## src/ahb_wbuf_pkg.sv

```systemverilog
/*
 * Shared constants for the AHB-Lite write buffer in front of the SDRAM
 * controller. AHB field widths and codes, buffer line geometry and the
 * idle flush timeout. Referenced by scoped name from every module.
 */

package ahb_wbuf_pkg;

  //////////////////////////////////////////////////////////////////////
  // AHB bus widths
  //////////////////////////////////////////////////////////////////////
  localparam int HADDR_SIZE  = 32;
  localparam int HDATA_SIZE  = 32;
  localparam int HDATA_BYTES = HDATA_SIZE / 8;
  localparam int HSIZE_SIZE  = 3;
  localparam int HTRANS_SIZE = 2;

  // Transfer types
  localparam logic [HTRANS_SIZE-1:0] HTRANS_IDLE   = 2'b00;
  localparam logic [HTRANS_SIZE-1:0] HTRANS_BUSY   = 2'b01;
  localparam logic [HTRANS_SIZE-1:0] HTRANS_NONSEQ = 2'b10;
  localparam logic [HTRANS_SIZE-1:0] HTRANS_SEQ    = 2'b11;

  // Transfer sizes, larger ones not supported
  localparam logic [HSIZE_SIZE-1:0] HSIZE_BYTE  = 3'b000;
  localparam logic [HSIZE_SIZE-1:0] HSIZE_HWORD = 3'b001;
  localparam logic [HSIZE_SIZE-1:0] HSIZE_WORD  = 3'b010;

  localparam logic HRESP_OKAY = 1'b0;

  //////////////////////////////////////////////////////////////////////
  // Buffer line geometry
  //////////////////////////////////////////////////////////////////////
  localparam int LINE_BYTES    = 16;
  localparam int LINE_WORDS    = LINE_BYTES / HDATA_BYTES;
  localparam int LINE_ADR_BITS = $clog2(LINE_BYTES);
  localparam int WORD_IDX_BITS = $clog2(LINE_WORDS);
  // Tag is everything above the line offset
  localparam int TAG_SIZE      = HADDR_SIZE - LINE_ADR_BITS;
  localparam int LINE_SIZE     = LINE_BYTES * 8;

  // Idle flush timer
  localparam int                    TIMER_SIZE   = 7;
  localparam logic [TIMER_SIZE-1:0] WBUF_TIMEOUT = 7'd64;

endpackage : ahb_wbuf_pkg

```

## src/ahb_beat_capture.sv

```systemverilog
/*
 * AHB address phase decode. Flags valid writes, splits the address into
 * tag and word index, builds byte lanes and carries them into the data phase.
 */

`timescale 1ns/100ps

module ahb_beat_capture
(
  input  logic                                   HCLK,
  input  logic                                   HRESETn,
  input  logic                                   hsel_i,
  input  logic [ahb_wbuf_pkg::HTRANS_SIZE  -1:0] htrans_i,
  input  logic [ahb_wbuf_pkg::HSIZE_SIZE   -1:0] hsize_i,
  input  logic                                   hwrite_i,
  input  logic [ahb_wbuf_pkg::HADDR_SIZE   -1:0] haddr_i,
  input  logic                                   hready_i,
  output logic                                   addr_write_o,
  output logic                                   beat_write_o,
  output logic [ahb_wbuf_pkg::TAG_SIZE     -1:0] addr_tag_o,
  output logic [ahb_wbuf_pkg::TAG_SIZE     -1:0] beat_tag_o,
  output logic [ahb_wbuf_pkg::WORD_IDX_BITS-1:0] beat_idx_o,
  output logic [ahb_wbuf_pkg::HDATA_BYTES  -1:0] beat_be_o
);

  logic                                 ahb_write;
  logic [ahb_wbuf_pkg::HDATA_BYTES-1:0] addr_be;

  // Write request, IDLE and BUSY carry no transfer
  assign ahb_write = hsel_i & hwrite_i &
                     (htrans_i != ahb_wbuf_pkg::HTRANS_IDLE) &
                     (htrans_i != ahb_wbuf_pkg::HTRANS_BUSY);

  // Only counts when the address phase actually completes
  assign addr_write_o = ahb_write & hready_i;

  assign addr_tag_o = haddr_i[ahb_wbuf_pkg::HADDR_SIZE-1 -: ahb_wbuf_pkg::TAG_SIZE];

  // Byte lanes from size and low address bits
  always_comb
  begin
    case (hsize_i)
      ahb_wbuf_pkg::HSIZE_BYTE:
        addr_be = 4'b0001 << haddr_i[1:0];
      ahb_wbuf_pkg::HSIZE_HWORD:
        addr_be = 4'b0011 << {haddr_i[1], 1'b0};
      // Word, and anything wider clipped to the bus
      default:
        addr_be = 4'b1111;
    endcase
  end

  //////////////////////////////////////////////////////////////////////
  // Address phase to data phase
  //////////////////////////////////////////////////////////////////////
  always_ff @(posedge HCLK or negedge HRESETn)
  begin
    if (!HRESETn)
      beat_write_o <= 1'b0;
    else if (hready_i)
      beat_write_o <= ahb_write;
  end

  // Beat payload
  always_ff @(posedge HCLK)
  begin
    if (hready_i)
    begin
      beat_tag_o <= addr_tag_o;
      beat_idx_o <= haddr_i[ahb_wbuf_pkg::LINE_ADR_BITS-1 -: ahb_wbuf_pkg::WORD_IDX_BITS];
      beat_be_o  <= addr_be;
    end
  end

endmodule : ahb_beat_capture

```

## src/wbuf_pingpong_store.sv

```systemverilog
/*
 * Two line buffers used ping-pong. The active half merges AHB write data
 * bytewise, the other half holds the line being flushed to SDRAM.
 */

`timescale 1ns/100ps

module wbuf_pingpong_store
(
  input  logic                                   HCLK,
  input  logic                                   HRESETn,
  input  logic                                   pingpong_i,
  input  logic                                   toggle_i,
  input  logic                                   we_i,
  input  logic [ahb_wbuf_pkg::TAG_SIZE     -1:0] beat_tag_i,
  input  logic [ahb_wbuf_pkg::WORD_IDX_BITS-1:0] beat_idx_i,
  input  logic [ahb_wbuf_pkg::HDATA_BYTES  -1:0] beat_be_i,
  input  logic [ahb_wbuf_pkg::HDATA_SIZE   -1:0] hwdata_i,
  input  logic                                   accept_i,
  output logic [ahb_wbuf_pkg::TAG_SIZE     -1:0] act_tag_o,
  output logic                                   act_dirty_o,
  output logic                                   oth_dirty_o,
  output logic [ahb_wbuf_pkg::TAG_SIZE     -1:0] flush_tag_o,
  output logic [ahb_wbuf_pkg::LINE_SIZE    -1:0] flush_line_o,
  output logic [ahb_wbuf_pkg::LINE_BYTES   -1:0] flush_be_o
);

  // Per-half storage
  logic [ahb_wbuf_pkg::LINE_SIZE -1:0] line_q  [2];
  logic [ahb_wbuf_pkg::LINE_BYTES-1:0] be_q    [2];
  logic [ahb_wbuf_pkg::TAG_SIZE  -1:0] tag_q   [2];
  logic                                dirty_q [2];

  //////////////////////////////////////////////////////////////////////
  // Line data
  //////////////////////////////////////////////////////////////////////

  // Merge enabled lanes only, untouched bytes keep older writes
  always_ff @(posedge HCLK)
  begin
    if (we_i)
    begin
      for (int b = 0; b < ahb_wbuf_pkg::HDATA_BYTES; b++)
      begin
        if (beat_be_i[b])
          line_q[pingpong_i][beat_idx_i*ahb_wbuf_pkg::HDATA_SIZE + b*8 +: 8] <=
            hwdata_i[b*8 +: 8];
      end
    end
  end

  // Tag follows the latest write into the active half
  always_ff @(posedge HCLK)
  begin
    if (we_i)
      tag_q[pingpong_i] <= beat_tag_i;
  end

  //////////////////////////////////////////////////////////////////////
  // Byte enable masks
  //////////////////////////////////////////////////////////////////////
  always_ff @(posedge HCLK or negedge HRESETn)
  begin
    if (!HRESETn)
    begin
      be_q[0] <= '0;
      be_q[1] <= '0;
    end
    else
    begin
      // Half about to become active starts empty
      if (toggle_i)
        be_q[~pingpong_i] <= '0;

      if (we_i)
        be_q[pingpong_i][beat_idx_i*ahb_wbuf_pkg::HDATA_BYTES +: ahb_wbuf_pkg::HDATA_BYTES] <=
          be_q[pingpong_i][beat_idx_i*ahb_wbuf_pkg::HDATA_BYTES +: ahb_wbuf_pkg::HDATA_BYTES] |
          beat_be_i;
    end
  end

  // Dirty set by writes, cleared once the SDRAM side took the line
  always_ff @(posedge HCLK or negedge HRESETn)
  begin
    if (!HRESETn)
    begin
      dirty_q[0] <= 1'b0;
      dirty_q[1] <= 1'b0;
    end
    else
    begin
      if (we_i)
        dirty_q[pingpong_i] <= 1'b1;
      if (accept_i)
        dirty_q[~pingpong_i] <= 1'b0;
    end
  end

  // Active half status
  assign act_tag_o   = tag_q[pingpong_i];
  assign act_dirty_o = dirty_q[pingpong_i];
  assign oth_dirty_o = dirty_q[~pingpong_i];

  // Flushing half contents
  assign flush_tag_o  = tag_q[~pingpong_i];
  assign flush_line_o = line_q[~pingpong_i];
  assign flush_be_o   = be_q[~pingpong_i];

endmodule : wbuf_pingpong_store

```

## src/wbuf_flush_ctrl.sv

```systemverilog
/*
 * Flush decision for the write buffer. Detects buffer misses, runs the idle
 * timer, toggles the ping-pong select and inserts AHB wait states while
 * both halves are dirty.
 */

`timescale 1ns/100ps

module wbuf_flush_ctrl
(
  input  logic                               HCLK,
  input  logic                               HRESETn,
  input  logic                               addr_write_i,
  input  logic                               beat_write_i,
  input  logic [ahb_wbuf_pkg::TAG_SIZE -1:0] addr_tag_i,
  input  logic [ahb_wbuf_pkg::TAG_SIZE -1:0] beat_tag_i,
  input  logic [ahb_wbuf_pkg::TAG_SIZE -1:0] act_tag_i,
  input  logic                               act_dirty_i,
  input  logic                               oth_dirty_i,
  input  logic                               req_busy_i,
  input  logic                               accept_i,
  output logic                               pingpong_o,
  output logic                               toggle_o,
  output logic                               we_o,
  output logic                               hreadyout_o,
  output logic                               hresp_o
);

  typedef enum logic {ST_IDLE = 1'b0, ST_WAIT = 1'b1} state_t;

  state_t                                state_q, state_d;
  logic                                  hreadyout_d;
  logic                                  miss;
  logic                                  other_free;
  logic                                  timer_expired;
  logic [ahb_wbuf_pkg::TIMER_SIZE-1:0]   timer_q;

  assign hresp_o = ahb_wbuf_pkg::HRESP_OKAY;

  // Data phase write, held off during wait states
  assign we_o = beat_write_i & hreadyout_o;

  // Miss against the stored line or the write still landing
  assign miss = addr_write_i &
                ((act_dirty_i & (addr_tag_i != act_tag_i)) |
                 (we_o        & (addr_tag_i != beat_tag_i)));

  // Other half may take over, or frees up this cycle
  assign other_free = accept_i | (~oth_dirty_i & ~req_busy_i);

  //////////////////////////////////////////////////////////////////////
  // Idle timer
  //////////////////////////////////////////////////////////////////////
  always_ff @(posedge HCLK or negedge HRESETn)
  begin
    if (!HRESETn)
      timer_q <= ahb_wbuf_pkg::WBUF_TIMEOUT;
    else if (!act_dirty_i || beat_write_i)
      timer_q <= ahb_wbuf_pkg::WBUF_TIMEOUT;
    else if (|timer_q)
      timer_q <= timer_q - 1'b1;
  end

  // Sticks at zero until the half is flushed
  assign timer_expired = act_dirty_i & ~|timer_q;

  //////////////////////////////////////////////////////////////////////
  // Flush FSM
  //////////////////////////////////////////////////////////////////////
  always_comb
  begin
    state_d     = state_q;
    hreadyout_d = hreadyout_o;
    toggle_o    = 1'b0;

    case (state_q)
      ST_IDLE:
      begin
        if (miss)
        begin
          if (other_free)
            toggle_o = 1'b1;
          else
          begin
            // Stall the missing write until the older line is gone
            state_d     = ST_WAIT;
            hreadyout_d = 1'b0;
          end
        end
        // Timer flush just waits for a free half, no stall
        else if (timer_expired && other_free)
          toggle_o = 1'b1;
      end

      ST_WAIT:
      begin
        if (accept_i)
        begin
          toggle_o    = 1'b1;
          state_d     = ST_IDLE;
          hreadyout_d = 1'b1;
        end
      end

      default: state_d = ST_IDLE;
    endcase
  end

  // State, ready and active half select
  always_ff @(posedge HCLK or negedge HRESETn)
  begin
    if (!HRESETn)
    begin
      state_q     <= ST_IDLE;
      hreadyout_o <= 1'b1;
      pingpong_o  <= 1'b0;
    end
    else
    begin
      state_q     <= state_d;
      hreadyout_o <= hreadyout_d;
      pingpong_o  <= pingpong_o ^ toggle_o;
    end
  end

endmodule : wbuf_flush_ctrl

```

## src/sdram_wr_req.sv

```systemverilog
/*
 * SDRAM side of the write buffer. Copies the flushed line after a swap and
 * holds wrreq with address, enables and data until wrrdy is seen.
 */

`timescale 1ns/100ps

module sdram_wr_req
(
  input  logic                                HCLK,
  input  logic                                HRESETn,
  input  logic                                toggle_i,
  input  logic [ahb_wbuf_pkg::TAG_SIZE  -1:0] flush_tag_i,
  input  logic [ahb_wbuf_pkg::LINE_SIZE -1:0] flush_line_i,
  input  logic [ahb_wbuf_pkg::LINE_BYTES-1:0] flush_be_i,
  input  logic                                wrrdy_i,
  output logic                                wrreq_o,
  output logic [ahb_wbuf_pkg::HADDR_SIZE-1:0] wradr_o,
  output logic [ahb_wbuf_pkg::LINE_BYTES-1:0] wrbe_o,
  output logic [ahb_wbuf_pkg::LINE_SIZE -1:0] wrd_o,
  output logic                                req_busy_o,
  output logic                                accept_o
);

  // Load the line, then raise the request
  logic load_q;
  logic issue_q;

  always_ff @(posedge HCLK or negedge HRESETn)
  begin
    if (!HRESETn)
    begin
      load_q  <= 1'b0;
      issue_q <= 1'b0;
      wrreq_o <= 1'b0;
    end
    else
    begin
      load_q  <= toggle_i;
      issue_q <= load_q;
      // Held as a level until the scheduler takes it
      if (issue_q)
        wrreq_o <= 1'b1;
      else if (wrrdy_i)
        wrreq_o <= 1'b0;
    end
  end

  // Request payload, stable while wrreq is up
  always_ff @(posedge HCLK)
  begin
    if (load_q)
    begin
      wradr_o <= {flush_tag_i, {ahb_wbuf_pkg::LINE_ADR_BITS{1'b0}}};
      wrbe_o  <= flush_be_i;
      wrd_o   <= flush_line_i;
    end
  end

  assign accept_o   = wrreq_o & wrrdy_i;
  assign req_busy_o = load_q | issue_q | wrreq_o;

endmodule : sdram_wr_req

```

## src/ahb_sdram_wbuf.sv

```systemverilog
/*
 * AHB-Lite write port with a ping-pong line buffer in front of the SDRAM
 * scheduler. Reads and idle transfers complete with zero wait states.
 */

`timescale 1ns/100ps

module ahb_sdram_wbuf
(
  input  logic                                 HCLK,
  input  logic                                 HRESETn,
  // AHB-Lite slave
  input  logic                                 hsel_i,
  input  logic [ahb_wbuf_pkg::HTRANS_SIZE-1:0] htrans_i,
  input  logic [ahb_wbuf_pkg::HSIZE_SIZE -1:0] hsize_i,
  input  logic                                 hwrite_i,
  input  logic [ahb_wbuf_pkg::HADDR_SIZE -1:0] haddr_i,
  input  logic [ahb_wbuf_pkg::HDATA_SIZE -1:0] hwdata_i,
  input  logic                                 hready_i,
  output logic                                 hreadyout_o,
  output logic                                 hresp_o,
  // SDRAM write request
  output logic                                 wrreq_o,
  input  logic                                 wrrdy_i,
  output logic [ahb_wbuf_pkg::HADDR_SIZE -1:0] wradr_o,
  output logic [ahb_wbuf_pkg::LINE_BYTES -1:0] wrbe_o,
  output logic [ahb_wbuf_pkg::LINE_SIZE  -1:0] wrd_o
);

  logic                                   addr_write, beat_write;
  logic [ahb_wbuf_pkg::TAG_SIZE     -1:0] addr_tag, beat_tag, act_tag, flush_tag;
  logic [ahb_wbuf_pkg::WORD_IDX_BITS-1:0] beat_idx;
  logic [ahb_wbuf_pkg::HDATA_BYTES  -1:0] beat_be;
  logic                                   pingpong, toggle, we;
  logic                                   act_dirty, oth_dirty, req_busy, accept;
  logic [ahb_wbuf_pkg::LINE_SIZE    -1:0] flush_line;
  logic [ahb_wbuf_pkg::LINE_BYTES   -1:0] flush_be;

  ahb_beat_capture u_capture (
    .HCLK, .HRESETn, .hsel_i, .htrans_i, .hsize_i, .hwrite_i, .haddr_i, .hready_i,
    .addr_write_o (addr_write), .beat_write_o (beat_write), .addr_tag_o (addr_tag),
    .beat_tag_o   (beat_tag),   .beat_idx_o   (beat_idx),   .beat_be_o  (beat_be));

  wbuf_pingpong_store u_store (
    .HCLK, .HRESETn, .pingpong_i (pingpong), .toggle_i (toggle), .we_i (we),
    .beat_tag_i  (beat_tag),  .beat_idx_i  (beat_idx),  .beat_be_i (beat_be),
    .hwdata_i, .accept_i (accept), .act_tag_o (act_tag), .act_dirty_o (act_dirty),
    .oth_dirty_o (oth_dirty), .flush_tag_o (flush_tag), .flush_line_o (flush_line),
    .flush_be_o  (flush_be));

  wbuf_flush_ctrl u_flush_ctrl (
    .HCLK, .HRESETn, .addr_write_i (addr_write), .beat_write_i (beat_write),
    .addr_tag_i  (addr_tag),  .beat_tag_i (beat_tag), .act_tag_i (act_tag),
    .act_dirty_i (act_dirty), .oth_dirty_i (oth_dirty), .req_busy_i (req_busy),
    .accept_i (accept), .pingpong_o (pingpong), .toggle_o (toggle), .we_o (we),
    .hreadyout_o, .hresp_o);

  sdram_wr_req u_wr_req (
    .HCLK, .HRESETn, .toggle_i (toggle), .flush_tag_i (flush_tag),
    .flush_line_i (flush_line), .flush_be_i (flush_be), .wrrdy_i,
    .wrreq_o, .wradr_o, .wrbe_o, .wrd_o, .req_busy_o (req_busy), .accept_o (accept));

endmodule : ahb_sdram_wbuf

```

## config.mk

```make
export PLATFORM = sky130hd
export DESIGN_NAME = ahb_sdram_wbuf
export DESIGN_NICKNAME = d
export VERILOG_FILES = /design/src/ahb_wbuf_pkg.sv /design/src/ahb_beat_capture.sv /design/src/wbuf_pingpong_store.sv /design/src/wbuf_flush_ctrl.sv /design/src/sdram_wr_req.sv /design/src/ahb_sdram_wbuf.sv
export SDC_FILE = /design/constraint.sdc
export NUM_CORES = 1
export LEC_CHECK = 0
export ABC_AREA = 0
export BUFFER_PORTS_ARGS = -buffer_cell sky130_fd_sc_hd__buf_4
export CAP_MARGIN = 20
export CORE_UTILIZATION = 52
export CTS_CLUSTER_SIZE = 28
export DETAILED_ROUTE_END_ITERATION = 6
export GPL_TIMING_DRIVEN = 1
export PLACE_DENSITY_LB_ADDON = 0.08
export SYNTH_ARGS = -nofsm -noshare
export SYNTH_HDL_FRONTEND = slang
export SYNTH_SLANG_ARGS = --single-unit
```

## constraint.sdc

```tcl
create_clock -name HCLK -period 5.1 [get_ports HCLK]
set_input_delay 0.51 -clock HCLK [delete_from_list [all_inputs] [get_ports HCLK]]
set_output_delay 0.51 -clock HCLK [all_outputs]
set_load 0.005 [all_outputs]
```

# After elaboration in Yosys (flattened, before gate mapping)
# Memories as Yosys holds them, arrays and structs flattened. A register that Yosys moved wholly into a read port is not among the register bits.
# Index checks and enable logic that the tools add are counted.
# classes
n_addsub	9
n_lt_le_gt_ge	4
eq_ne	7
n_shift	13
n_mux	441
bitwise	412
n_reduce_logical	12
# ops
operator	count
$mux W128	4
$shift A8 B34 Y128 const A	4
$shiftx A8 B34 Y128	4
$mux W1	414
$or A1 B1 Y1	388
$mux W16	8
$neg A32 Y34	3
$mux W32	2
$ne A28 B28 Y1	2
$neg A4 Y34	1
$neg A7 Y34	1
$shift A4 B34 Y16 const A	1
$shiftx A4 B34 Y16	1
$and A32 B32 Y32	1
$bwmux W32	1
$demux W16 S1	2
$not A32 Y32	1
$add A7 B5 Y8 const B	2
$shiftx A16 B5 Y4	1
$mux W7	2
$and A1 B1 Y1	11
$add A7 B4 Y8 const B	1
$pmux W4 S2	1
$reduce_or A7 Y1	1
24 further kinds	41
# totals
register_bits	98
ramBits	312
inputBits	75
out_inout_bits	179
wordCells	916
n_memories	2
# mem_list
name	depth	word_bits	read_ports	rd_ports_with_merged_regs	write_ports	line_no	rtl
u_store.line_q	2	128	1	1	1	wbuf_pingpong_store.sv:29	logic [ahb_wbuf_pkg::LINE_SIZE -1:0] line_q [2];
u_store.tag_q	2	28	2	1	1	wbuf_pingpong_store.sv:31	logic [ahb_wbuf_pkg::TAG_SIZE -1:0] tag_q [2];

# Depth between registers and ports, before layout
# Gate-level depths: netlist (run 1).
# depth
word_depth	15
ltp_mapped	10

# By module
# Synthesis (run 1) repeated with hierarchy kept, for this count alone.
# hier_totals
cells_unflattened	1303
hier_area_um2	22724.3
# modules_own_cells
mod	instances	cells_each	area_per_inst_um2
wbuf_pingpong_store	1	912	14955.6
sdram_wr_req	1	184	5297.6
ahb_beat_capture	1	74	1316.3
wbuf_flush_ctrl	1	133	1154.9

# Worst setup path before layout (run 1)
# Ideal clock, no wire load.
# synth_path
path_kind	reg2reg
startpoint	register u_wr_req.load_q
endpoint	register u_store.be_q[10] in the netlist's numbering
setup_ns	0.084
t_arrival_ns	4.937
slack_ns	0.079
path_stages_with_launch	6
n_path_buf	1
period_less_slack_ns	5.021
path_cell_list	dfrtp_1 nor4_1 a21boi_0 a211oi_2 buf_6 o22ai_1
# synth_between
elab_chain_cells	12
elab_cells_between_ends	13
# synth_rtl
item	line_no	rtl
start, declared	sdram_wr_req.sv:26	logic load_q;
start signal, assigned	sdram_wr_req.sv:39	load_q <= toggle_i;
$or A1 B1 Y1 (*) (2 in series)	sdram_wr_req.sv:61	assign req_busy_o = load_q | issue_q | wrreq_o;
$not A1 Y1 (*)	wbuf_flush_ctrl.sv:49	assign other_free = accept_i | (~oth_dirty_i & ~req_busy_i);
$and A1 B1 Y1 (*)	wbuf_flush_ctrl.sv:49	
$or A1 B1 Y1 (*)	wbuf_flush_ctrl.sv:49	
$logic_and A1 B1 Y1	wbuf_flush_ctrl.sv:91	else if (timer_expired && other_free)
$mux W1	wbuf_flush_ctrl.sv:91	
$mux W1 (*)	wbuf_flush_ctrl.sv:79	if (miss)
$pmux W1 S2 (*)	wbuf_flush_ctrl.sv:76	case (state_q)
$mux W32 (*)	wbuf_pingpong_store.sv:72	if (toggle_i)
$bwmux W32	wbuf_pingpong_store.sv:76	be_q[pingpong_i][beat_idx_i*ahb_wbuf_pkg::HDATA_BYTES +: ahb_wbuf_pkg::HDATA_BYTES] <=
$mux W32 (*)	wbuf_pingpong_store.sv:75	if (we_i)
end signal, assigned by index	wbuf_pingpong_store.sv:76	
end, declared	wbuf_pingpong_store.sv:30	logic [ahb_wbuf_pkg::LINE_BYTES-1:0] be_q [2];
# Mark *: on every way between the ends. The rest lies on a longest branch, timed or not.
# A chain may end at the register's enable or synchronous reset.

# Worst setup path in the final report (run 1)
# layout_path
startpoint	register u_flush_ctrl.pingpong_o
endpoint	memory u_store.line_q[1][17] in the netlist's numbering, enable pin
# layout_rtl
item	line_no	rtl
start, declared	wbuf_flush_ctrl.sv:22	output logic pingpong_o,
start signal, assigned	wbuf_flush_ctrl.sv:122	pingpong_o <= pingpong_o ^ toggle_o;
end, declared	wbuf_pingpong_store.sv:29	
# No word-level cell before the write port.

==> impl_results.rst, run 1 <==
.. list-table::
   :header-rows: 1

   * - Metric
     - Value
   * - Status
     - completed
   * - Crit path time final
     - 3.524 ns
   * - Clock buffer count from CTS
     - 56
   * - Min-delay worst type
     - primary input to flip-flop
   * - Wire length of the first global-routing pass
     - 69.35 mm
   * - Critical register-to-register path startpoint
     - u_flush_ctrl.pingpong_o
   * - Overall global routing resource usage
     - 21.33%
   * - Worst EP arrival
     - 3.79 ns
   * - Number of distinct standard cells referenced by the synthesized netlist
     - 40
   * - Combined buffer and inverter count along the critical path
     - 2
   * - Synthesized cell area
     - 22120 um2
   * - Clock Pin Slew Worst Setup and Hold Paths
     - 0.06 ns
   * - Final Cycle Share
     - 69.10%
   * - Core region area
     - 41950 um2
   * - Die span in y
     - 208.2 um
   * - Clock buffer depth
     - 3
   * - Number of stages on the worst setup path
     - 3
   * - Final design utilization
     - 62.90%
   * - Max_cap viols
     - 0
   * - Reg2Reg Capture Point
     - u_store.line_q[1][17]
   * - Initial core utilization
     - 52.72%
   * - Initial DRT Pass Iterations
     - 7
   * - Number of levels in the clock H-tree
     - 2
   * - Number of port buffers
     - 247
   * - Fraction of the yosys area taken by sequential cells
     - 75.78%
   * - Number of nets in the layout
     - 1602
   * - Worst R2R Setup Slack
     - 1.58 ns
   * - Setup Buffers After CTS
     - 0
   * - Total congestion overflow
     - 0
   * - Most Frequent Cell on Critical Path
     - sky130_fd_sc_hd__buf_4
   * - Ratio of cells with drive above 1 in the final layout
     - 34.78%
   * - Startpoint type of the worst setup path
     - flip-flop
   * - Pin count of the biggest net entering global routing
     - 174
   * - Total power
     - 9384 uW
   * - Number of failing hold endpoints at the final stage
     - 0
   * - Detailed placement HPWL
     - 29.14 mm
   * - Maximum VDD drop
     - 0.2811 mV
   * - Iter 0 DRT Violations
     - 717
   * - Crit path cell chain
     - buf_4 -> buf_4 -> and3_1
   * - TritonCTS clock tree
     - built
   * - Mean post-synth cell area
     - 17.69 um2
   * - Top Family by Delay on Critical Path
     - buffers and inverters
   * - Classification of the worst setup path
     - flip-flop to flip-flop
   * - Rel. slew slack
     - 23.78%
   * - Setup TNS
     - 0 ns
   * - Transition time at the pin with the least slew margin
     - 1.141 ns
   * - CP max stage cell
     - sky130_fd_sc_hd__dfrtp_4
   * - I/O pin total
     - 254
   * - Residual DRC
     - 0
   * - Cell depth of the worst flop-to-flop path
     - 3
   * - Vias in the first global route
     - 11650
   * - Achievable frequency
     - 283.8 MHz
   * - Ant. Diodes
     - 0
   * - Worst Path Max Fanout
     - 64
   * - Critical path capture point type
     - flip-flop
   * - Weighted congestion at the end of routability-driven global placement
     - 0.8163
   * - Routed via count
     - 11670
   * - Die X
     - 208.2 um
   * - Num rows
     - 75
   * - Clock latency of the later-clocked register in the worst-skew pair
     - 0.61 ns
   * - Final-report setup violation count
     - 0
   * - Delay contributed by the slowest stage of the critical path
     - 1.02 ns
   * - Cell Area, Placed
     - 24530 um2
   * - Post-synthesis cell count
     - 1250
   * - Required time of the worst setup path
     - 5.36 ns
   * - Worst Setup EP
     - u_store.line_q[1][17]
   * - Final clock skew
     - 0.01107 ns
   * - Final cell area excluding filler cells
     - 26390 um2
   * - Die footprint
     - 43360 um2
   * - Crit path launch
     - u_flush_ctrl.pingpong_o
   * - Total wirelength of the detailed-routed design
     - 46.15 mm
   * - Power density relative to cell area
     - 355.7 nW/um2
   * - Layout overhead on the synthesized area
     - 19.30%
   * - Yosys synthesis warning count
     - 0
   * - Clk sinks
     - 566
   * - Setup repair after global routing missed its margin
     - false
   * - Antenna violations before repair
     - 1
   * - Flop and latch count out of synthesis
     - 566
   * - LEAKAGE
     - 0.01058 uW
   * - Fin Hold WS
     - 0.08637 ns
   * - Max-slew violation count
     - 0
   * - Via count normalized by instance count
     - 5.551
   * - Post-detailed-route wirelength per cell
     - 21.94 um
   * - ANT nets after route
     - 0
   * - Root Driver
     - sky130_fd_sc_hd__clkbuf_16
## metal layers
metal	up-vias	share of wire, %	GRT usage (%)
li1	5377	-	-
met1	5898	45	30.61
met2	336	47	32.86
met3	62	5.6	4.408
met4	0	2.1	6.820
met5	-	0	0
## worst reg2reg max path, delay by kind of cell, from the launching register on
kind                   cells  cell delay, ns
buffers and inverters      2            1.60
flip-flops                 1            1.02
AND/OR/NAND/NOR            1            0.56
## cell type report
type,count,area [um2]
Sequential cell,566,16770
Fill cell,3075,15560
Multi-Input combinational cell,620,5056
Timing Repair Buffer,266,2037
Clock buffer,73,1496
Tap cell,539,674.4
Clock inverter,29,317.8
Inverter,10,37.54
## layout by cell type (no fill, tap or decap), types with 28 or more instances in the layout
master	count
sky130_fd_sc_hd__and2_1	37
sky130_fd_sc_hd__buf_4	260
sky130_fd_sc_hd__mux2i_1	28
sky130_fd_sc_hd__clkbuf_16	57
sky130_fd_sc_hd__nand2_1	51
sky130_fd_sc_hd__and3_1	131
sky130_fd_sc_hd__o22ai_1	32
sky130_fd_sc_hd__edfxtp_1	518
sky130_fd_sc_hd__xnor2_1	47
sky130_fd_sc_hd__dfrtp_1	44
sky130_fd_sc_hd__mux2_2	174
## how the worst min path moves through the flow
stage	startpoint	endpoint	slack [ns]	cells after the start
2_1_floorplan	HRESETn	u_capture.beat_write_o	0.21	0
3_3_place_gp	u_wr_req.issue_q	u_wr_req.wrreq_o	0.45	1
3_5_place_dp	u_wr_req.issue_q	u_wr_req.wrreq_o	0.45	1
4_1_cts	haddr_i[2]	u_capture.beat_idx_o[0]	0.05	1
5_1_grt	haddr_i[2]	u_capture.beat_idx_o[0]	0.07	1
6_report	haddr_i[2]	u_capture.beat_idx_o[0]	0.09	1
## registers in the layout, summed over array words and instances, names as in the netlist, 7 cells and up
register / count
u_store.line_q: 256
u_store.tag_q: 56
u_capture.beat_tag_o: 28
u_flush_ctrl.timer_q: 7
u_wr_req.wrd_o: 128
u_wr_req.wrbe_o: 16
u_store.be_q: 32
u_wr_req.wradr_o: 28
## cell usage after synthesis
| cell | count | area [um2] |
|---|---|---|
| sky130_fd_sc_hd__o22ai_1 | 32 | 200.2 |
| sky130_fd_sc_hd__or4_1 | 1 | 7.510 |
| sky130_fd_sc_hd__nor2_1 | 14 | 52.55 |
| sky130_fd_sc_hd__clkinv_1 | 1 | 3.750 |
| sky130_fd_sc_hd__dfstp_2 | 2 | 52.55 |
| sky130_fd_sc_hd__xnor2_1 | 47 | 411.6 |
| sky130_fd_sc_hd__o21ai_0 | 7 | 35.03 |
| sky130_fd_sc_hd__or3_1 | 2 | 12.51 |
| sky130_fd_sc_hd__and4_1 | 1 | 8.760 |
| sky130_fd_sc_hd__buf_8 | 1 | 15.01 |
| sky130_fd_sc_hd__a21boi_0 | 1 | 7.510 |
| sky130_fd_sc_hd__a21oi_1 | 10 | 50.05 |
| sky130_fd_sc_hd__clkbuf_1 | 28 | 105.1 |
| sky130_fd_sc_hd__nor2b_1 | 1 | 6.260 |
| sky130_fd_sc_hd__a221oi_2 | 1 | 15.01 |
| sky130_fd_sc_hd__buf_2 | 19 | 95.09 |
| sky130_fd_sc_hd__a21o_1 | 3 | 22.52 |
| sky130_fd_sc_hd__buf_6 | 5 | 56.30 |
| sky130_fd_sc_hd__inv_1 | 9 | 33.78 |
| sky130_fd_sc_hd__nor3_1 | 5 | 25.02 |
| sky130_fd_sc_hd__mux2i_1 | 28 | 280.3 |
| sky130_fd_sc_hd__nand4_1 | 7 | 43.79 |
| sky130_fd_sc_hd__conb_1 | 1 | 3.750 |
| sky130_fd_sc_hd__nor4_1 | 13 | 81.33 |
| sky130_fd_sc_hd__nand2_1 | 51 | 191.4 |
| sky130_fd_sc_hd__mux2_2 | 174 | 1959 |
| sky130_fd_sc_hd__nand3_1 | 10 | 50.05 |
| sky130_fd_sc_hd__nor2_2 | 1 | 6.260 |
| sky130_fd_sc_hd__and3_1 | 131 | 819.5 |
| sky130_fd_sc_hd__edfxtp_1 | 518 | 15550 |
| sky130_fd_sc_hd__nor3b_1 | 3 | 22.52 |
| sky130_fd_sc_hd__buf_4 | 5 | 37.54 |
| sky130_fd_sc_hd__a31oi_1 | 1 | 6.260 |
| sky130_fd_sc_hd__ha_1 | 7 | 87.58 |
| sky130_fd_sc_hd__dfrtp_1 | 46 | 1151 |
| sky130_fd_sc_hd__a211oi_2 | 6 | 75.07 |
| sky130_fd_sc_hd__mux4_2 | 8 | 180.2 |
| sky130_fd_sc_hd__o211ai_2 | 1 | 12.51 |
| sky130_fd_sc_hd__and2_1 | 37 | 231.5 |
| sky130_fd_sc_hd__xor2_1 | 12 | 105.1 |
## repair_timing
| item | 4_1_cts | 5_1_grt |
|---|---|---|
| hold endpoints to repair | 46 | 0 |
| resized for setup | 0 | 0 |
| hold buffers | 1 | 0 |
## per-stage QoR
step,instances,worst slack [ns]
global placement,1996,1.434
CTS,2100,1.320
global route,2103,1.303
detailed placement,1997,1.349
floorplan,1254,0.07937
finish,2103,1.576
## report_power, final
group / switching, uW / total [uW] / internal, uW
Clock: 1680 / 4100 / 2410
Combinational: 130 / 216 / 86.1
Sequential: 27.4 / 5070 / 5040
## kinds of logic after synthesis
logic type,synth area share (%)
flip-flops,75.78
AND/OR/NAND/NOR,7.049
multiplexers,10.94
buffers and inverters,1.567
AO/OA/AOI/OAI,1.918
XOR/XNOR,2.336
adder cells (fa/ha/maj),0.3960
other,0.01696
Note: power is estimated with default switching activity, not from simulation.
==> run 2, diff against run 1 <==
==> constraint.sdc (replaced) <==
create_clock -name HCLK -period 2.9 [get_ports HCLK]
set_input_delay 0.29 -clock HCLK [delete_from_list [all_inputs] [get_ports HCLK]]
set_output_delay 0.29 -clock HCLK [all_outputs]
set_load 0.005 [all_outputs]
==> run 2 against run 1 <==
Critical path depth is 5 higher. Design area is 2.7% higher. Worst setup slack worse by 1.4 ns. Largest cell class unchanged. Highest routed layer unchanged. Final cell count is 3.7% higher. Total power is 74% higher. Flip-flop and latch count stayed put.
==> impl_results.rst, run 2 (synthesized netlist as in run 1, its figures left out) <==
.. list-table::
   :header-rows: 1

   * - Metric
     - Value
   * - Status
     - completed
   * - Crit path cell chain
     - xnor2_1 -> nand4_1 -> nor4_1 -> nand4_1 -> a221oi_4 -> a211oi_2 -> buf_6 -> o22ai_1
   * - Most Frequent Cell on Critical Path
     - sky130_fd_sc_hd__nand4_1
   * - Startpoint type of the worst setup path
     - flip-flop
   * - Final clock skew
     - 0.01522 ns
   * - Initial core utilization
     - 52.72%
   * - Number of failing hold endpoints at the final stage
     - 0
   * - Number of flip-flops under the largest register name
     - 256
   * - Final Cycle Share
     - 94.55%
   * - Combined buffer and inverter count along the critical path
     - 1
   * - ANT nets after route
     - 0
   * - Max-slew violation count
     - 0
   * - Root Driver
     - sky130_fd_sc_hd__clkbuf_16
   * - Vias in the first global route
     - 12050
   * - Number of nets in the layout
     - 1672
   * - Post-detailed-route wirelength per cell
     - 21.53 um
   * - I/O pin total
     - 254
   * - Worst EP arrival
     - 3.25 ns
   * - CP max stage cell
     - sky130_fd_sc_hd__a221oi_4
   * - Via count normalized by instance count
     - 5.466
   * - Top library cells by usage in the layout, fill and taps aside
     - sky130_fd_sc_hd__edfxtp_1, sky130_fd_sc_hd__buf_4, sky130_fd_sc_hd__mux2_2
   * - Antenna violations before repair
     - 1
   * - Achievable frequency
     - 364.7 MHz
   * - Rel. slew slack
     - 20.91%
   * - Worst R2R Setup Slack
     - 0.16 ns
   * - Overall global routing resource usage
     - 21.77%
   * - Layout overhead on the synthesized area
     - 22.52%
   * - Setup repair after global routing missed its margin
     - false
   * - Clock buffer depth
     - 3
   * - Critical path capture point type
     - flip-flop
   * - Residual DRC
     - 0
   * - Required time of the worst setup path
     - 3.41 ns
   * - Core region area
     - 41950 um2
   * - Clock latency of the later-clocked register in the worst-skew pair
     - 0.60 ns
   * - Sequential cell area in the final layout
     - 16770 um2
   * - Maximum VDD drop
     - 0.6076 mV
   * - Num rows
     - 75
   * - Largest regs
     - u_store.line_q: 256 flops, u_wr_req.wrd_o: 128 flops, u_store.tag_q: 56 flops
   * - Commonest non-fill, non-tap cell in the layout
     - sky130_fd_sc_hd__edfxtp_1
   * - Clock buffer count from CTS
     - 56
   * - Detailed placement HPWL
     - 30.37 mm
   * - Ratio of cells with drive above 1 in the final layout
     - 35.31%
   * - Power density relative to cell area
     - 603.9 nW/um2
   * - M1 GR Usage
     - 30.79%
   * - Number of fillers in the final layout
     - 2967
   * - Met2 GRT Util
     - 34.25%
   * - Crit path time final
     - 2.742 ns
   * - Total area of multi-input combinational cells
     - 5087 um2
   * - Clk sinks
     - 566
   * - Final standard cell count with taps included and fillers excluded
     - 2180
   * - Pin count of the biggest net entering global routing
     - 174
   * - Register with the most flip-flops
     - u_store.line_q
   * - Clock Pin Slew Worst Setup and Hold Paths
     - 0.06 ns
   * - Classification of the worst setup path
     - flip-flop to flip-flop
   * - Total congestion overflow
     - 0
   * - Total instance count after detailed placement
     - 2030
   * - Iter 0 DRT Violations
     - 690
   * - Total wirelength of the detailed-routed design
     - 46.94 mm
   * - Setup TNS
     - 0 ns
   * - Min-delay worst type
     - primary input to flip-flop
   * - Die X
     - 208.2 um
   * - Initial DRT Pass Iterations
     - 4
   * - Top Family by Delay on Critical Path
     - simple AND/OR/NAND/NOR gates
   * - Global routing usage on met3
     - 5.042%
   * - Transition time at the pin with the least slew margin
     - 1.186 ns
   * - Worst Path Max Fanout
     - 9
   * - Max_cap viols
     - 0
   * - Die footprint
     - 43360 um2
   * - Grt peak-use layer
     - met2
   * - Weighted congestion at the end of routability-driven global placement
     - 0.8011
   * - LEAKAGE
     - 0.01091 uW
   * - Die span in y
     - 208.2 um
   * - Routed via count
     - 11920
   * - Delay contributed by the slowest stage of the critical path
     - 0.46 ns
   * - Wire length of the first global-routing pass
     - 70.88 mm
   * - Number of port buffers
     - 247
   * - Number of levels in the clock H-tree
     - 2
   * - Final-report setup violation count
     - 0
   * - TritonCTS clock tree
     - built
run 2: cell count changes in the layout (fill, tap and decap cells not counted), moves of 3 or more:
| cell | previous run | this run |
|---|---|---|
| sky130_fd_sc_hd__dlygate4sd3_1 | 1 | 35 |
| sky130_fd_sc_hd__buf_4 | 260 | 287 |
| sky130_fd_sc_hd__clkinv_1 | 9 | 19 |
| sky130_fd_sc_hd__buf_12 | 1 | 10 |
| sky130_fd_sc_hd__clkinv_2 | 12 | 8 |
| sky130_fd_sc_hd__diode_2 | 0 | 4 |
| sky130_fd_sc_hd__clkbuf_1 | 15 | 12 |
run 2: area by class of cell:
| class | instances | area share, % |
|---|---|---|
| Sequential cell | 566 | 61.88 |
| Tap cell | 539 | 2.489 |
| Clock inverter | 36 | 1.104 |
| Multi-Input combinational cell | 620 | 18.78 |
| Timing Repair Buffer | 336 | 10.15 |
| Antenna cell | 4 | 0.03694 |
| Inverter | 10 | 0.1385 |
| Clock buffer | 69 | 5.430 |
run 2: metal layers:
layer  wire [um]  vias to the layer above
met3        2735                       42
met4         639                        0
met1       20970                     6052
li1            -                     5510
met5           0                        -
met2       22590                      312
run 2: path summary, 6_finish.rpt:
path                                     startpoint                 endpoint  depth (start not counted)
min in group asynchronous                   HRESETn  u_flush_ctrl.timer_q[1]                          2
setup reg to reg           u_capture.beat_tag_o[14]         u_store.be_q[23]                          8
max in group asynchronous                   HRESETn  u_flush_ctrl.pingpong_o                          2
hold reg to reg                    u_wr_req.issue_q         u_wr_req.wrreq_o                          1
hold / removal                           haddr_i[1]   u_capture.beat_be_o[1]                          2
setup / recovery           u_capture.beat_tag_o[14]         u_store.be_q[23]                          8
run 2: report_power, final:
group / internal (uW) / switching (uW)
combinational: 188 / 226
sequential: 8870 / 65.1
clock: 4040 / 2980
total: 13100 / 3270
run 2: through the flow:
| step | utilization [%] | worst slack, ns | total power (uW) | instance area (um2) | hold WS [ns] |
|---|---|---|---|---|---|
| 3_3_place_gp | 59.22 | -0.1420 | 9471 | 24840 | 0.3353 |
| 4_1_cts | 64.35 | 0.03753 | 16500 | 26990 | 0.01496 |
| 6_report | 64.60 | 0.1580 | 16360 | 27100 | 0.04420 |
| 2_1_floorplan | - | 0.1582 | 9226 | 22140 | -0.005591 |
| 3_5_place_dp | 59.25 | -0.2048 | 9478 | 24850 | 0.3459 |
| 5_1_grt | 64.58 | 0.03232 | 16830 | 27090 | 0.03640 |
run 2: timing repair:
item | in CTS | in global routing
endpoints found under the hold margin | 81 | 0
setup buffers | 0 | 6
endpoints found under the setup margin | 20 | 20
hold buffers | 35 | 0
resized for setup | 4 | 3
pin swaps | 0 | 2
==> run 3, diff against run 2 <==
--- a/config.mk
+++ b/config.mk
@@ -12,7 +12,7 @@
 export CTS_CLUSTER_SIZE = 28
 export DETAILED_ROUTE_END_ITERATION = 6
 export GPL_TIMING_DRIVEN = 1
-export PLACE_DENSITY_LB_ADDON = 0.08
+export PLACE_DENSITY = 0.82
 export SYNTH_ARGS = -nofsm -noshare
 export SYNTH_HDL_FRONTEND = slang
 export SYNTH_SLANG_ARGS = --single-unit
==> constraint.sdc (replaced) <==
create_clock -name HCLK -period 2.4 [get_ports HCLK]
set_input_delay 0.24 -clock HCLK [delete_from_list [all_inputs] [get_ports HCLK]]
set_output_delay 0.24 -clock HCLK [all_outputs]
set_load 0.005 [all_outputs]
==> run 3 against run 2 <==
The flow now finishes with violations (negative setup slack). Core utilization rose by 1.4 points. Design area rose by 2.2%. Non-clock buffer count rose by 42. Combinational power rose by 36%. Sequential share of layout area fell by 1.3 points. Via count rose by 5.5%. Critical path depth rose by 3. Critical path type unchanged. Critical endpoint is now u_store.be_q[1].
==> impl_results.rst, run 3 (synthesized netlist as in run 1, its figures left out) <==
.. list-table::
   :header-rows: 1

   * - Metric
     - Value
   * - Status
     - finished with violations
   * - Violations in the final reports
     - negative setup slack
   * - Num rows
     - 75
   * - Min-delay worst type
     - primary input to flip-flop
   * - Clk pwr share
     - 41.9%
   * - Worst EP arrival
     - 3.09 ns
   * - Iter 0 DRT Violations
     - 987
   * - Switching share of total power
     - 20.18%
   * - Residual DRC
     - 0
   * - Combinational group share of total power
     - 2.9%
   * - Via count normalized by instance count
     - 5.681
   * - Classification of the worst setup path
     - flip-flop to flip-flop
   * - Ratio of cells with drive above 1 in the final layout
     - 39.47%
   * - Cell depth of the worst flop-to-flop path
     - 11
   * - Initial core utilization
     - 52.72%
   * - Cell Area, Placed
     - 25020 um2
   * - Startpoint type of the worst setup path
     - flip-flop
   * - Pin count of the biggest net entering global routing
     - 174
   * - Top library cells by usage in the layout, fill and taps aside
     - sky130_fd_sc_hd__edfxtp_1, sky130_fd_sc_hd__buf_4, sky130_fd_sc_hd__mux2_2
   * - Wire length of the first global-routing pass
     - 74.80 mm
   * - Max-slew violation count
     - 0
   * - TritonCTS clock tree
     - built
   * - Clk sinks
     - 566
   * - Largest regs
     - u_store.line_q: 256 flops, u_wr_req.wrd_o: 128 flops, u_store.tag_q: 56 flops
   * - Number of nets in the layout
     - 1714
   * - Final Cycle Share
     - 107.5%
   * - Final cell area excluding filler cells
     - 27680 um2
   * - Root Driver
     - sky130_fd_sc_hd__clkbuf_16
   * - Final clock skew
     - 0.01743 ns
   * - Antenna violations before repair
     - 2
   * - Internal power consumption
     - 15570 uW
   * - Total area of multi-input combinational cells
     - 5393 um2
   * - Total congestion overflow
     - 0
   * - Number of port buffers
     - 247
   * - Worst Path Max Fanout
     - 8
   * - Final-report setup violation count
     - 35
   * - Number of levels in the clock H-tree
     - 2
   * - I/O pin total
     - 254
   * - Number of fillers in the final layout
     - 2694
   * - Worst R2R Setup Slack
     - -0.18 ns
   * - Die X
     - 208.2 um
   * - Clock latency of the later-clocked register in the worst-skew pair
     - 0.60 ns
   * - Net switching power figure
     - 3937 uW
   * - Total power
     - 19510 uW
   * - Endpoint, Worst Hold
     - u_store.line_q[0][120]
   * - Number of failing hold endpoints at the final stage
     - 0
   * - Layout overhead on the synthesized area
     - 25.18%
   * - Hold-critical path depth
     - 2
   * - Clock buffer depth
     - 3
   * - Rel. slew slack
     - 33.07%
   * - Achievable frequency
     - 387.4 MHz
   * - Final standard cell count with taps included and fillers excluded
     - 2213
   * - Critical path capture point type
     - flip-flop
   * - Commonest non-fill, non-tap cell in the layout
     - sky130_fd_sc_hd__edfxtp_1
   * - Critical register-to-register path startpoint
     - u_flush_ctrl.pingpong_o
   * - Number of flip-flops under the largest register name
     - 256
   * - Overall global routing resource usage
     - 22.88%
   * - Post-detailed-route wirelength per cell
     - 22.83 um
   * - Power density relative to cell area
     - 704.7 nW/um2
   * - Total wirelength of the detailed-routed design
     - 50.51 mm
   * - Weighted congestion at the end of routability-driven global placement
     - 0.8249
   * - LEAKAGE
     - 0.01109 uW
   * - Initial DRT Pass Iterations
     - 6
   * - Setup WS pre-CTS
     - -0.5422 ns
   * - Detailed placement HPWL
     - 31.78 mm
   * - Max_cap viols
     - 0
   * - Transition time at the pin with the least slew margin
     - 1.004 ns
   * - Core region area
     - 41950 um2
   * - Maximum VDD drop
     - 0.4800 mV
   * - Routed via count
     - 12570
   * - Die span in y
     - 208.2 um
   * - Clock Pin Slew Worst Setup and Hold Paths
     - 0.06 ns
   * - Vias in the first global route
     - 12730
   * - ANT nets after route
     - 0
   * - Required time of the worst setup path
     - 2.91 ns
   * - Total instance count after detailed placement
     - 2054
   * - Setup repair after global routing missed its margin
     - true
   * - Reg2Reg Capture Point
     - u_store.be_q[1]
   * - Clock buffer count from CTS
     - 54
   * - Slack of the critical path
     - -0.1810 ns
   * - Crit path time final
     - 2.581 ns
   * - Sequential cell area in the final layout
     - 16770 um2
   * - Sequential fraction of design power
     - 55.2%
   * - Hold Path Origin
     - hwdata_i[24]
   * - Register with the most flip-flops
     - u_store.line_q
   * - Die footprint
     - 43360 um2
## run 3: final cells by class
type | instances | area share (%)
repair buffers | 378 | 11.31
well taps | 539 | 2.436
diodes | 2 | 0.01808
flip-flops and latches | 566 | 60.56
clock buffers | 63 | 5.080
clock inverters | 33 | 0.9717
multi-input cells | 622 | 19.48
inverters | 10 | 0.1401
## run 3: power groups by stage
stage                     logic, uW  clock network, uW  registers (uW)
after floorplan                 190                  0           11000
after global placement          472                  0           11000
after detailed placement        483                  0           11000
after CTS                       544               8250           10800
after global routing            603               8610           10800
final                           565               8170           10800
## run 3: per-layer routing
layer  wire, um  share of wire, %  vias to the layer above  GRT usage, %
met5          0                 0                        -             0
met4       1369               2.7                        0         7.663
met3       3762               7.4                       94         4.664
met2      24550                49                      558         37.19
met1      20830                41                     6325         31.00
li1           -                 -                     5595             -
## run 3: what timing repair did
action | CTS | global route
hold buffers | 42 | 0
cloned | 2 | 1
pin swaps | 21 | 19
gates resized for setup | 20 | 50
endpoints found under the setup margin | 113 | 92
setup buffers | 9 | 8
hold endpoints to repair | 129 | 0
## run 3: how the worst max path moves through the flow
stage                                  startpoint                to  depth (start not counted)
after global placement    u_flush_ctrl.pingpong_o  u_store.be_q[30]                          8
final                     u_flush_ctrl.pingpong_o   u_store.be_q[1]                         11
after detailed placement  u_flush_ctrl.pingpong_o  u_store.be_q[30]                          8
after global routing      u_flush_ctrl.pingpong_o   u_store.be_q[1]                         11
after CTS                 u_flush_ctrl.pingpong_o  u_store.be_q[19]                         10
after floorplan                   u_wr_req.load_q  u_store.be_q[10]                          5
## run 3: worst max-delay path, cell delays in order, from the launching register on
cell and delay, ns:
sky130_fd_sc_hd__dfrtp_4 0.50, sky130_fd_sc_hd__buf_12 0.16, sky130_fd_sc_hd__buf_8 0.13, sky130_fd_sc_hd__mux2i_4 0.18, sky130_fd_sc_hd__xnor2_2 0.15, sky130_fd_sc_hd__nor4_2 0.36
sky130_fd_sc_hd__nand4_1 0.26, sky130_fd_sc_hd__o211ai_4 0.24, sky130_fd_sc_hd__buf_12 0.16, sky130_fd_sc_hd__a211oi_4 0.06, sky130_fd_sc_hd__buf_12 0.18, sky130_fd_sc_hd__o22ai_4 0.10
## run 3: stage by stage
step / setup TNS [ns] / util (%) / hold slack [ns]
5_1_grt: -7.439 / 66.00 / 0.01644
3_3_place_gp: -14.91 / 59.64 / 0.2785
3_5_place_dp: -20.61 / 59.64 / 0.3045
4_1_cts: -1.665 / 65.15 / 0.001429
2_1_floorplan: 0 / - / -0.05559
6_report: -4.057 / 66.00 / 0.02950
